<file path="config.mk">
export PLATFORM = sky130hd
export DESIGN_NAME = game_top
export DESIGN_NICKNAME = d
export VERILOG_FILES = /design/src/rtl/game_pkg.sv /design/src/rtl/enemy_logic.sv /design/src/rtl/game_state_ctrl.sv /design/src/rtl/game_top.sv /design/src/rtl/player_logic.sv
export VERILOG_INCLUDE_DIRS = /design/src /design/src/rtl
export SDC_FILE = /design/constraint.sdc
export NUM_CORES = 1
export LEC_CHECK = 0
export BUFFER_PORTS_ARGS = -buffer_cell sky130_fd_sc_hd__buf_4
export CAP_MARGIN = 10
export CORE_MARGIN = 3
export CORE_UTILIZATION = 40
export DETAILED_ROUTE_END_ITERATION = 8
export HOLD_SLACK_MARGIN = 0.12
export PLACE_DENSITY = 0.63
export SKIP_CTS_REPAIR_TIMING = 1
export SYNTH_ARGS = -nofsm -noshare
export SYNTH_HDL_FRONTEND = slang
export SYNTH_HIERARCHICAL = 1
export SYNTH_SLANG_ARGS = --single-unit
</file>
<file path="constraint.sdc">
create_clock -name clk -period 2.7 [get_ports clk]
set_input_delay 0.135 -clock clk [delete_from_list [all_inputs] [get_ports clk]]
set_output_delay 0.135 -clock clk [all_outputs]
set_load 0.01 [all_outputs]
</file>
<file path="src/rtl/game_cfg.svh">
// Grid is fixed at 16x12 with row 0 reserved; all counts are in frame ticks, keep widths as sized
`ifndef GAME_CFG_SVH
`define GAME_CFG_SVH

// Play-field limits, row 0 is left for the status bar
`define GAME_X_MAX          4'd15
`define GAME_Y_MIN          4'd1
`define GAME_Y_MAX          4'd11

// Spawn cells, x in high nibble, y in low nibble
`define GAME_PLAYER_SPAWN   8'h16
`define GAME_ENEMY_SPAWN    8'he6

// Sword swing length in ticks
`define GAME_ATTACK_FRAMES  3'd5

// Ticks per enemy step
`define GAME_ENEMY_PACE     3'd4

// Lives after reset
`define GAME_START_LIVES    2'd3

// Walk cycle, sprite 3 then sprite 2
`define GAME_ANIM_PERIOD    5'd21
`define GAME_ANIM_SWITCH    5'd8

// Sprite indices used by the walk cycle
`define GAME_SPRITE_STEP_A  4'd3
`define GAME_SPRITE_STEP_B  4'd2

`endif

</file>
<file path="src/rtl/game_pkg.sv">
// Shared game types only; cell_t packs x in the high nibble and y in the low nibble
package game_pkg;

    typedef logic [7:0] cell_t;    // {x, y}
    typedef logic [7:0] score_t;   // Enemies defeated, wraps
    typedef logic [1:0] lives_t;
    typedef logic [3:0] sprite_t;

    typedef enum logic [1:0] {
        DIR_UP    = 2'd0,
        DIR_RIGHT = 2'd1,
        DIR_DOWN  = 2'd2,
        DIR_LEFT  = 2'd3
    } dir_t;

    typedef enum logic {
        PS_IDLE,
        PS_ATTACK
    } player_state_t;

    // Pad buttons, held between frame ticks
    typedef struct packed {
        logic attack;
        logic up;
        logic down;
        logic left;
        logic right;
    } pad_t;

    typedef struct packed {
        cell_t   pos;
        dir_t    facing;
        sprite_t sprite;
    } player_view_t;

    typedef struct packed {
        logic  visible;
        cell_t pos;
        dir_t  dir;
    } sword_t;

endpackage

</file>
<file path="src/rtl/enemy_logic.sv">
// Steps toward target every GAME_ENEMY_PACE ticks; target must itself lie inside the grid
`timescale 1ns/10ps
`include "game_cfg.svh"

module enemy_logic (
    input  logic            clk,
    input  logic            reset,
    input  logic            play_tick,
    input  logic            respawn,
    input  game_pkg::cell_t target,
    output game_pkg::cell_t enemy_pos
);

    game_pkg::cell_t pos_q;
    logic [2:0]      pace_cnt;
    logic            step;
    logic [3:0]      x_next;
    logic [3:0]      y_next;

    assign step = play_tick && (pace_cnt == `GAME_ENEMY_PACE - 3'd1);

    // One cell toward the target, x first
    always_comb begin
        x_next = pos_q[7:4];
        y_next = pos_q[3:0];
        if (pos_q[7:4] != target[7:4]) begin
            if (pos_q[7:4] < target[7:4]) begin
                x_next = pos_q[7:4] + 4'd1;
            end else begin
                x_next = pos_q[7:4] - 4'd1;
            end
        end else if (pos_q[3:0] != target[3:0]) begin
            if (pos_q[3:0] < target[3:0]) begin
                y_next = pos_q[3:0] + 4'd1;
            end else begin
                y_next = pos_q[3:0] - 4'd1;
            end
        end
    end

    always_ff @(posedge clk) begin
        if (!reset) begin
            pos_q    <= `GAME_ENEMY_SPAWN;
            pace_cnt <= 3'd0;
        end else if (respawn) begin
            pos_q    <= `GAME_ENEMY_SPAWN;
            pace_cnt <= 3'd0;
        end else if (play_tick) begin
            if (step) begin
                pace_cnt <= 3'd0;
                pos_q    <= {x_next, y_next};    // Same cell when on target
            end else begin
                pace_cnt <= pace_cnt + 3'd1;
            end
        end
    end

    assign enemy_pos = pos_q;

    // Holds only while the target stays on the grid
    a_enemy_in_bounds: assert property (@(posedge clk) disable iff (!reset)
        pos_q[7:4] <= `GAME_X_MAX && pos_q[3:0] >= `GAME_Y_MIN && pos_q[3:0] <= `GAME_Y_MAX);

endmodule

</file>
<file path="src/rtl/game_state_ctrl.sv">
// Judges on pre-tick positions; respawn pulses follow one cycle later, frame_end must be one cycle
`timescale 1ns/10ps
`include "game_cfg.svh"

module game_state_ctrl (
    input  logic                   clk,
    input  logic                   reset,
    input  logic                   frame_end,
    input  game_pkg::player_view_t player,
    input  game_pkg::sword_t       sword,
    input  game_pkg::cell_t        enemy_pos,
    output logic                   play_tick,
    output logic                   player_respawn,
    output logic                   enemy_respawn,
    output game_pkg::score_t       score,
    output game_pkg::lives_t       lives,
    output logic                   game_over
);

    game_pkg::score_t score_q;
    game_pkg::lives_t lives_q;
    logic             game_over_q;
    logic             player_respawn_q;
    logic             enemy_respawn_q;
    logic             hit;
    logic             contact;

    assign play_tick = frame_end && !game_over_q;    // Play freezes at game over

    // A hit takes precedence over touching the player
    assign hit     = sword.visible && (sword.pos == enemy_pos);
    assign contact = !hit && (enemy_pos == player.pos);

    always_ff @(posedge clk) begin
        if (!reset) begin
            score_q     <= '0;
            lives_q     <= `GAME_START_LIVES;
            game_over_q <= 1'b0;
        end else if (play_tick) begin
            if (hit) begin
                score_q <= score_q + 8'd1;
            end else if (contact) begin
                lives_q <= lives_q - 2'd1;
                if (lives_q == 2'd1) begin
                    game_over_q <= 1'b1;    // Last life gone
                end
            end
        end
    end

    // Respawn orders land one cycle after the judging tick
    always_ff @(posedge clk) begin
        if (!reset) begin
            player_respawn_q <= 1'b0;
            enemy_respawn_q  <= 1'b0;
        end else begin
            player_respawn_q <= play_tick && contact;
            enemy_respawn_q  <= play_tick && (hit || contact);
        end
    end

    assign score          = score_q;
    assign lives          = lives_q;
    assign game_over      = game_over_q;
    assign player_respawn = player_respawn_q;
    assign enemy_respawn  = enemy_respawn_q;

    a_lives_never_rise: assert property (@(posedge clk) disable iff (!reset)
        1'b1 |=> lives_q <= $past(lives_q));

    a_player_respawn_pulse: assert property (@(posedge clk) disable iff (!reset)
        player_respawn_q |=> !player_respawn_q);

    a_enemy_respawn_pulse: assert property (@(posedge clk) disable iff (!reset)
        enemy_respawn_q |=> !enemy_respawn_q);

endmodule

</file>
<file path="src/rtl/game_top.sv">
// Play-field core only; frame_end comes from an external video timer, pad must be debounced
`timescale 1ns/10ps

module game_top (
    input  logic                   clk,
    input  logic                   reset,
    input  logic                   frame_end,
    input  game_pkg::pad_t         pad,
    output game_pkg::player_view_t player,
    output game_pkg::sword_t       sword,
    output game_pkg::cell_t        enemy_pos,
    output game_pkg::score_t       score,
    output game_pkg::lives_t       lives,
    output logic                   game_over
);

    logic play_tick;       // Gated frame tick
    logic player_respawn;
    logic enemy_respawn;

    player_logic i_player (
        .clk       (clk),
        .reset     (reset),
        .play_tick (play_tick),
        .pad       (pad),
        .respawn   (player_respawn),
        .player    (player),
        .sword     (sword)
    );

    // Enemy chases the player cell
    enemy_logic i_enemy (
        .clk       (clk),
        .reset     (reset),
        .play_tick (play_tick),
        .respawn   (enemy_respawn),
        .target    (player.pos),
        .enemy_pos (enemy_pos)
    );

    game_state_ctrl i_ctrl (
        .clk            (clk),
        .reset          (reset),
        .frame_end      (frame_end),
        .player         (player),
        .sword          (sword),
        .enemy_pos      (enemy_pos),
        .play_tick      (play_tick),
        .player_respawn (player_respawn),
        .enemy_respawn  (enemy_respawn),
        .score          (score),
        .lives          (lives),
        .game_over      (game_over)
    );

endmodule

</file>
<file path="src/rtl/player_logic.sv">
// Moves only on play_tick; respawn wins over a tick, sword cell may wrap past the grid edge
`timescale 1ns/10ps
`include "game_cfg.svh"

module player_logic (
    input  logic                  clk,
    input  logic                  reset,
    input  logic                  play_tick,
    input  game_pkg::pad_t        pad,
    input  logic                  respawn,
    output game_pkg::player_view_t player,
    output game_pkg::sword_t      sword
);

    game_pkg::player_state_t state_q;
    game_pkg::cell_t         pos_q;
    game_pkg::dir_t          facing_q;
    game_pkg::sword_t        sword_q;
    logic [2:0]              attack_cnt;    // Ticks spent in the swing
    logic [4:0]              anim_cnt;
    game_pkg::sprite_t       sprite;

    logic [3:0]              x_next;
    logic [3:0]              y_next;
    logic                    moved_h;
    logic                    moved_v;
    game_pkg::dir_t          facing_next;
    game_pkg::dir_t          swing_dir;

    // Cell next to c in direction d, nibbles wrap on their own
    function automatic game_pkg::cell_t neighbor(input game_pkg::cell_t c,
                                                 input game_pkg::dir_t d);
        game_pkg::cell_t n;
        case (d)
            game_pkg::DIR_UP:    n = {c[7:4], c[3:0] - 4'd1};
            game_pkg::DIR_DOWN:  n = {c[7:4], c[3:0] + 4'd1};
            game_pkg::DIR_LEFT:  n = {c[7:4] - 4'd1, c[3:0]};
            default:             n = {c[7:4] + 4'd1, c[3:0]};
        endcase
        return n;
    endfunction

    always_comb begin
        x_next      = pos_q[7:4];
        y_next      = pos_q[3:0];
        moved_h     = 1'b0;
        moved_v     = 1'b0;
        facing_next = facing_q;

        if (pad.down) begin                                  // Down beats up
            if (pos_q[3:0] < `GAME_Y_MAX) begin
                y_next  = pos_q[3:0] + 4'd1;
                moved_v = 1'b1;
            end
        end else if (pad.up && pos_q[3:0] > `GAME_Y_MIN) begin
            y_next  = pos_q[3:0] - 4'd1;
            moved_v = 1'b1;
        end

        if (pad.right) begin                                 // Right beats left
            if (pos_q[7:4] < `GAME_X_MAX) begin
                x_next  = pos_q[7:4] + 4'd1;
                moved_h = 1'b1;
            end
        end else if (pad.left && pos_q[7:4] > 4'd0) begin
            x_next  = pos_q[7:4] - 4'd1;
            moved_h = 1'b1;
        end

        // Horizontal move sets facing over a vertical one
        if (moved_h) begin
            facing_next = pad.right ? game_pkg::DIR_RIGHT : game_pkg::DIR_LEFT;
        end else if (moved_v) begin
            facing_next = pad.down ? game_pkg::DIR_DOWN : game_pkg::DIR_UP;
        end

        if (pad.right) begin
            swing_dir = game_pkg::DIR_RIGHT;
        end else if (pad.left) begin
            swing_dir = game_pkg::DIR_LEFT;
        end else if (pad.down) begin
            swing_dir = game_pkg::DIR_DOWN;
        end else if (pad.up) begin
            swing_dir = game_pkg::DIR_UP;
        end else begin
            swing_dir = facing_q;                            // No button, keep facing
        end
    end

    always_ff @(posedge clk) begin
        if (!reset) begin
            state_q    <= game_pkg::PS_IDLE;
            pos_q      <= `GAME_PLAYER_SPAWN;
            facing_q   <= game_pkg::DIR_RIGHT;
            sword_q    <= '0;
            attack_cnt <= 3'd0;
        end else if (respawn) begin
            state_q         <= game_pkg::PS_IDLE;
            pos_q           <= `GAME_PLAYER_SPAWN;
            sword_q.visible <= 1'b0;
            attack_cnt      <= 3'd0;
        end else if (play_tick) begin
            if (state_q == game_pkg::PS_IDLE) begin
                if (pad.attack) begin
                    state_q         <= game_pkg::PS_ATTACK;
                    attack_cnt      <= 3'd0;
                    sword_q.visible <= 1'b1;
                    sword_q.pos     <= neighbor(pos_q, swing_dir);
                    sword_q.dir     <= swing_dir;
                end else begin
                    pos_q    <= {x_next, y_next};
                    facing_q <= facing_next;
                end
            end else begin
                if (attack_cnt == `GAME_ATTACK_FRAMES - 3'd1) begin  // Last tick of the swing
                    state_q         <= game_pkg::PS_IDLE;
                    sword_q.visible <= 1'b0;
                end else begin
                    attack_cnt <= attack_cnt + 3'd1;
                end
            end
        end
    end

    // Walk cycle runs on every tick, also during a swing
    always_ff @(posedge clk) begin
        if (!reset) begin
            anim_cnt <= 5'd0;
        end else if (play_tick) begin
            if (anim_cnt == `GAME_ANIM_PERIOD - 5'd1) begin
                anim_cnt <= 5'd0;
            end else begin
                anim_cnt <= anim_cnt + 5'd1;
            end
        end
    end

    assign sprite = (anim_cnt < `GAME_ANIM_SWITCH) ? `GAME_SPRITE_STEP_A : `GAME_SPRITE_STEP_B;

    assign player = '{pos: pos_q, facing: facing_q, sprite: sprite};
    assign sword  = sword_q;

    a_player_in_bounds: assert property (@(posedge clk) disable iff (!reset)
        pos_q[7:4] <= `GAME_X_MAX && pos_q[3:0] >= `GAME_Y_MIN && pos_q[3:0] <= `GAME_Y_MAX);

    a_no_sword_in_idle: assert property (@(posedge clk) disable iff (!reset)
        state_q == game_pkg::PS_IDLE |-> !sword_q.visible);

endmodule

</file>
* Word level (Yosys, flattened, before mapping)
Index checks and enable logic that the tools add are counted.
Storage, ports and cells: word-level logic and storage cells 121, register bits after elaboration 54
Cells by class: bitwise operators 6, equality and inequality tests 14, reduce and logical (&&, ||, !) cells 29, order comparisons 7, add/subtract/negate cells 13, mux-type cells 35
Operators with widths (count):
- 2-to-1 mux 4 bit | 8
- one-hot mux 8 bit (3 select lines) | 1
- adder 4 x 1 -> 4 bit, second input constant | 4
- == test 8 bit | 2
- 2-to-1 mux 2 bit | 8
- subtractor 4 x 1 -> 4 bit, second input constant | 4
- AND reduction 5 bit | 3
- 2-to-1 mux 1 bit | 12
- 2-to-1 mux 3 bit | 4
- AND reduction 3 bit | 4
- AND reduction 4 bit | 3
- 2-to-1 mux 11 bit | 1
- adder 8 x 1 -> 8 bit, second input constant | 1
- greater-than comparator 4 x 1 -> 1 bit, second input constant | 2
- logical AND 1 bit | 8
- < comparator 4 bit | 2
- < comparator 4 bit, second input constant | 2
- inequality test 4 bit | 2
- nonzero test 2 bit | 4
- adder 3 x 1 -> 3 bit, second input constant | 2
- inverter 1 bit | 6
- adder 5 x 1 -> 5 bit, second input constant | 1
- == test 5 bit, second input constant | 1
- < comparator 5 x 4 -> 1 bit, second input constant | 1
- 13 further kinds | 18

* Logic depth before layout (Yosys ltp)
word-level depth 8, mapped depth 11

* Cells and area by module
Netlist, hierarchy kept.
Modules (own cells, without submodules):
- player_logic | area an instance 1729.2 µm², cells each 209, instances 1, seq. area each 600.6 µm²
- enemy_logic | area an instance 832.0 µm², cells each 92, instances 1, seq. area each 220.2 µm²
- game_state_ctrl | area an instance 768.2 µm², cells each 91, instances 1, seq. area each 260.2 µm²

* Least setup slack after synthesis
Ideal clock, no wire load.
path kind reg2reg, start reg i_player.pos_q[1], end reg i_enemy.pos_q[3], in the netlist i_enemy/enemy_pos[3], stages on the path, launching flop included 12, period minus slack after synthesis 2.445 ns, path buffers 0, library setup time 0.138 ns, slack 0.255 ns, data arrival time 2.307 ns, cells stage by stage dfxtp_1 -> inv_1 -> ha_1 -> nor2b_1 -> o211ai_1 -> nand2_1 -> ha_1 -> a21o_1 -> a21oi_1 -> nor2b_1 -> a221oi_1 -> o311ai_1
On the way: longest elaborated chain between the ends 2
Ends and longest elaborated chain:
- start, declared | line player_logic.sv:16 | game_pkg::cell_t pos_q;
- start signal, assigned | line player_logic.sv:93 | pos_q <= `GAME_PLAYER_SPAWN;
- start signal, assigned | line player_logic.sv:99 | pos_q <= `GAME_PLAYER_SPAWN;
- start signal, assigned | line player_logic.sv:111 | pos_q <= {x_next, y_next};
- < comparator 4 bit / inequality test 4 bit (equally long branches) | line enemy_logic.sv:33, enemy_logic.sv:32
- 2-to-1 mux 4 bit / AND reduction 4 bit (equally long branches)
- end signal, assigned | line enemy_logic.sv:43 | pos_q <= `GAME_ENEMY_SPAWN;
- end signal, assigned | line enemy_logic.sv:46 | pos_q <= `GAME_ENEMY_SPAWN;
- end signal, assigned | line enemy_logic.sv:51 | pos_q <= {x_next, y_next};
- end, declared | line enemy_logic.sv:14 | game_pkg::cell_t pos_q;
Several ways; a longest one is shown, not always the timed one. A chain may end at the register's enable or synchronous reset.

* Worst setup path in the final report
Ends and elaborated chain as after synthesis.

==> results.ini <==
[synthesis]
syn_avg_cell_area_um2 = 8.49
synth_edf_count = 0
synth_most_common_cell = dfxtp_1
synth_seq_area_share_pct = 32.5
async_reset_ff_share_pct = 0
ys_seq_elements = 54
synth_cells = 392
syn_area_um2 = 3330
yosys-top-cells-area = dfxtp_1 (32%), ha_1 (9.0%), xnor2_1 (6.6%)
synth_top_cell_by_area = dfxtp_1
synth.top_cell.area_share_pct = 32.5
yosys_warnings = 6
synth_cell_types = 61
synth_commonest_cells = dfxtp_1 (54), nand2_1 (31), nor2_1 (29), a21oi_1 (25), xnor2_1 (25)
synth_flop_cell = dfxtp_1

[setup_path]
crit_fanout = 6
start_kind = flop
cp_num_buf_inv = 1
worst_path_dominant_cell_family = compound AO/OA/AOI/OAI gates
path_cells = inv_1, ha_1, nor2b_1, o211ai_1, nand2_2, ha_1, a21o_1, a21oi_1, nor2b_1, a221oi_1, o311ai_1
crit_path_start = i_player/pos_q[1]
cp_data_arrival_time_ns = 2.66
crit_required_ns = 2.89
endpoint_kind = flop
critical_path_cell_count = 11
r2r_cells = 11
crit_slowest_cell = dfxtp_1
rr_startpoint = i_player/pos_q[1]
critPathMaxStageDelay_ns = 0.34
crit_type = reg -> reg

[pwr]
swShare_pct = 27.6
ir_worst_vdd_mv = 0.208
leakagePower_uw = 0.00169
internal_power_uw = 1220
clkPwrFrac_pct = 33.9
power.share.sequential_pct = 50.1
power_frac_comb_pct = 16.1
powerDensity_nw_per_um2 = 424
switchingPower_uw = 468

[sta]
report.final.slew_viol_count = 0
final.setup.worst_slack_ns = 0.237
clock.fmax_mhz = 406
period_needed_ns = 2.46
tns_ns = 0
setup_violations = 0
skew_ns = 0.00999
relSlewSlack_pct = 55.8
hold_viol_final = 0
worstMarginPinSlew_ns = 0.656
timing.hold.ws_ns = 0.155
rsz0062_at_grt = no
fin_crit_sh_pct = 91.2

[grt]
grt_pass1_wl_um = 13600
grt_pass1_vias = 2826
track_usage_pct = 17.1
grt-ovfl-total = 0
antenna_found_initial = 0
grt_start_max_net_pins = 26

[drt]
drtAntennaViolNets = 0
wl_per_cell_um = 14.4
dr.first_iter.drc_count = 95
drc = 0
drt_wl_total_um = 7960
vias = 2935
dr.pass1.iters = 4
vias_per_cell = 5.32

[min_path]
worstHoldStart = reset
whs_path_depth = 2
hp-class = in -> reg

[run_status]
status = complete, no violations

[die]
die_w_um = 97.2
start_util_pct = 42.2
die_h_um = 97.2
fp.coreArea_um2 = 7890
io_pins = 52
rows = 32
die-area_um2 = 9450

[run]
drv_cap = 0

[clock_network]
cts-buffers-inserted = 5
root_buffer = clkbuf_8
cts_sinks = 54
clk_latency_ns = 0.32
cts_tree = done
cts_buffer_depth = 2
htree_levels = 2
cts.clk_slew.worst_paths_ns = 0.10

[placed_design]
io_buffer_count = 48
post-place-cells = 543
dp_slack_ns = 0.163
globalplace.congestion = 0.777
postPlaceCellArea_um2 = 3860
dp_hpwl_um = 5950

[finish]
layout-drive-gt1-share_pct = 19.1
instances_no_fill = 552
regArea_um2 = 1080
multiInputGateArea_um2 = 2090
fillers = 757
syn_to_final_growth_pct = 19.8
fin_nets = 483
antenna_cells = 0
fin_area_um2 = 3990

final cells by class:
class                   instances  area share (%)
multi-input cells             300            52.4
well taps                     102            3.20
clock inverters                 3            1.19
clock buffers                   5            1.73
inverters                      24            2.26
flip-flops and latches         54            27.1
repair buffers                 64            12.1
state kept, by name, summed over array words and instances (netlist names):
register	cells
i_player/sword	11
i_ctrl/score	8
i_enemy/enemy_pos	8
i_player/pos_q	8
i_player/anim_cnt	5
i_enemy/pace_cnt	3
i_player/attack_cnt	3
i_ctrl/lives	2
i_player/facing_q	2
i_ctrl/enemy_respawn	1
i_ctrl/game_over	1
i_ctrl/player_respawn	1
i_player/state_q	1
power by group through the flow:
stage	clock network [uW]	registers (uW)	logic, uW
after global routing	622	851	306
after detailed placement	0	866	270
after floorplan	0	874	173
final	573	848	272
after CTS	588	848	272
after global placement	0	865	265
final timing paths:
kind                           to  slack [ns]
max          i_enemy/enemy_pos[3]        0.24
min               i_ctrl/lives[1]        0.15
max reg2reg  i_enemy/enemy_pos[3]        0.24
min reg2reg   i_enemy/pace_cnt[1]        0.48
cells in the final DEF (no fill, tap or decap), types with 2 or more instances in the layout:
master	netlist	layout
nand3b_1	3	3
nand2_1	31	30
nor2_1	29	29
a21oi_1	25	25
nand3_1	16	16
inv_1	23	23
mux2i_1	14	14
fa_1	2	2
nor3_1	6	6
nand2b_1	8	8
and3_1	5	5
o211ai_1	7	7
xnor2_1	25	25
and4_1	3	3
o21bai_1	2	2
conb_1	2	3
nand4b_1	3	3
o211a_1	2	2
and2_1	4	4
a31oi_1	4	4
clkbuf_8	0	5
dfxtp_1	54	53
or3_1	6	6
or3b_1	2	2
xor2_1	10	10
ha_1	24	24
o21ai_0	22	22
nand4_1	6	6
buf_4	3	63
or3_2	2	2
nor2b_1	10	10
cells by family after synthesis:
kind of cell    after synthesis  share of synthesized area, %
xor+xnor                     35                          9.21
compound gates               75                          13.9
simple gates                146                          24.4
mux                          15                          4.55
fa+ha+maj                    26                          10.2
buf+inv                      39                          5.00
flops                        54                          32.5
other cells                   2                         0.226
per-stage QoR:
stage               power (uW)  util (%)
floorplan                 1050         -
global placement          1130      48.9
detailed placement        1140      48.9
CTS                       1710      50.4
global route              1780      50.6
finish                    1690      50.6
layer usage:
metal | track usage [%] | share of wire, % | vias to the layer above
met4 | 3.62 | 1.2 | 0
li1 | - | - | 1480
met5 | 0 | 0 | -
met3 | 3.80 | 4.6 | 11
met1 | 23.3 | 49 | 1368
met2 | 28.0 | 46 | 76
Power figures use the tool's default switching activity.
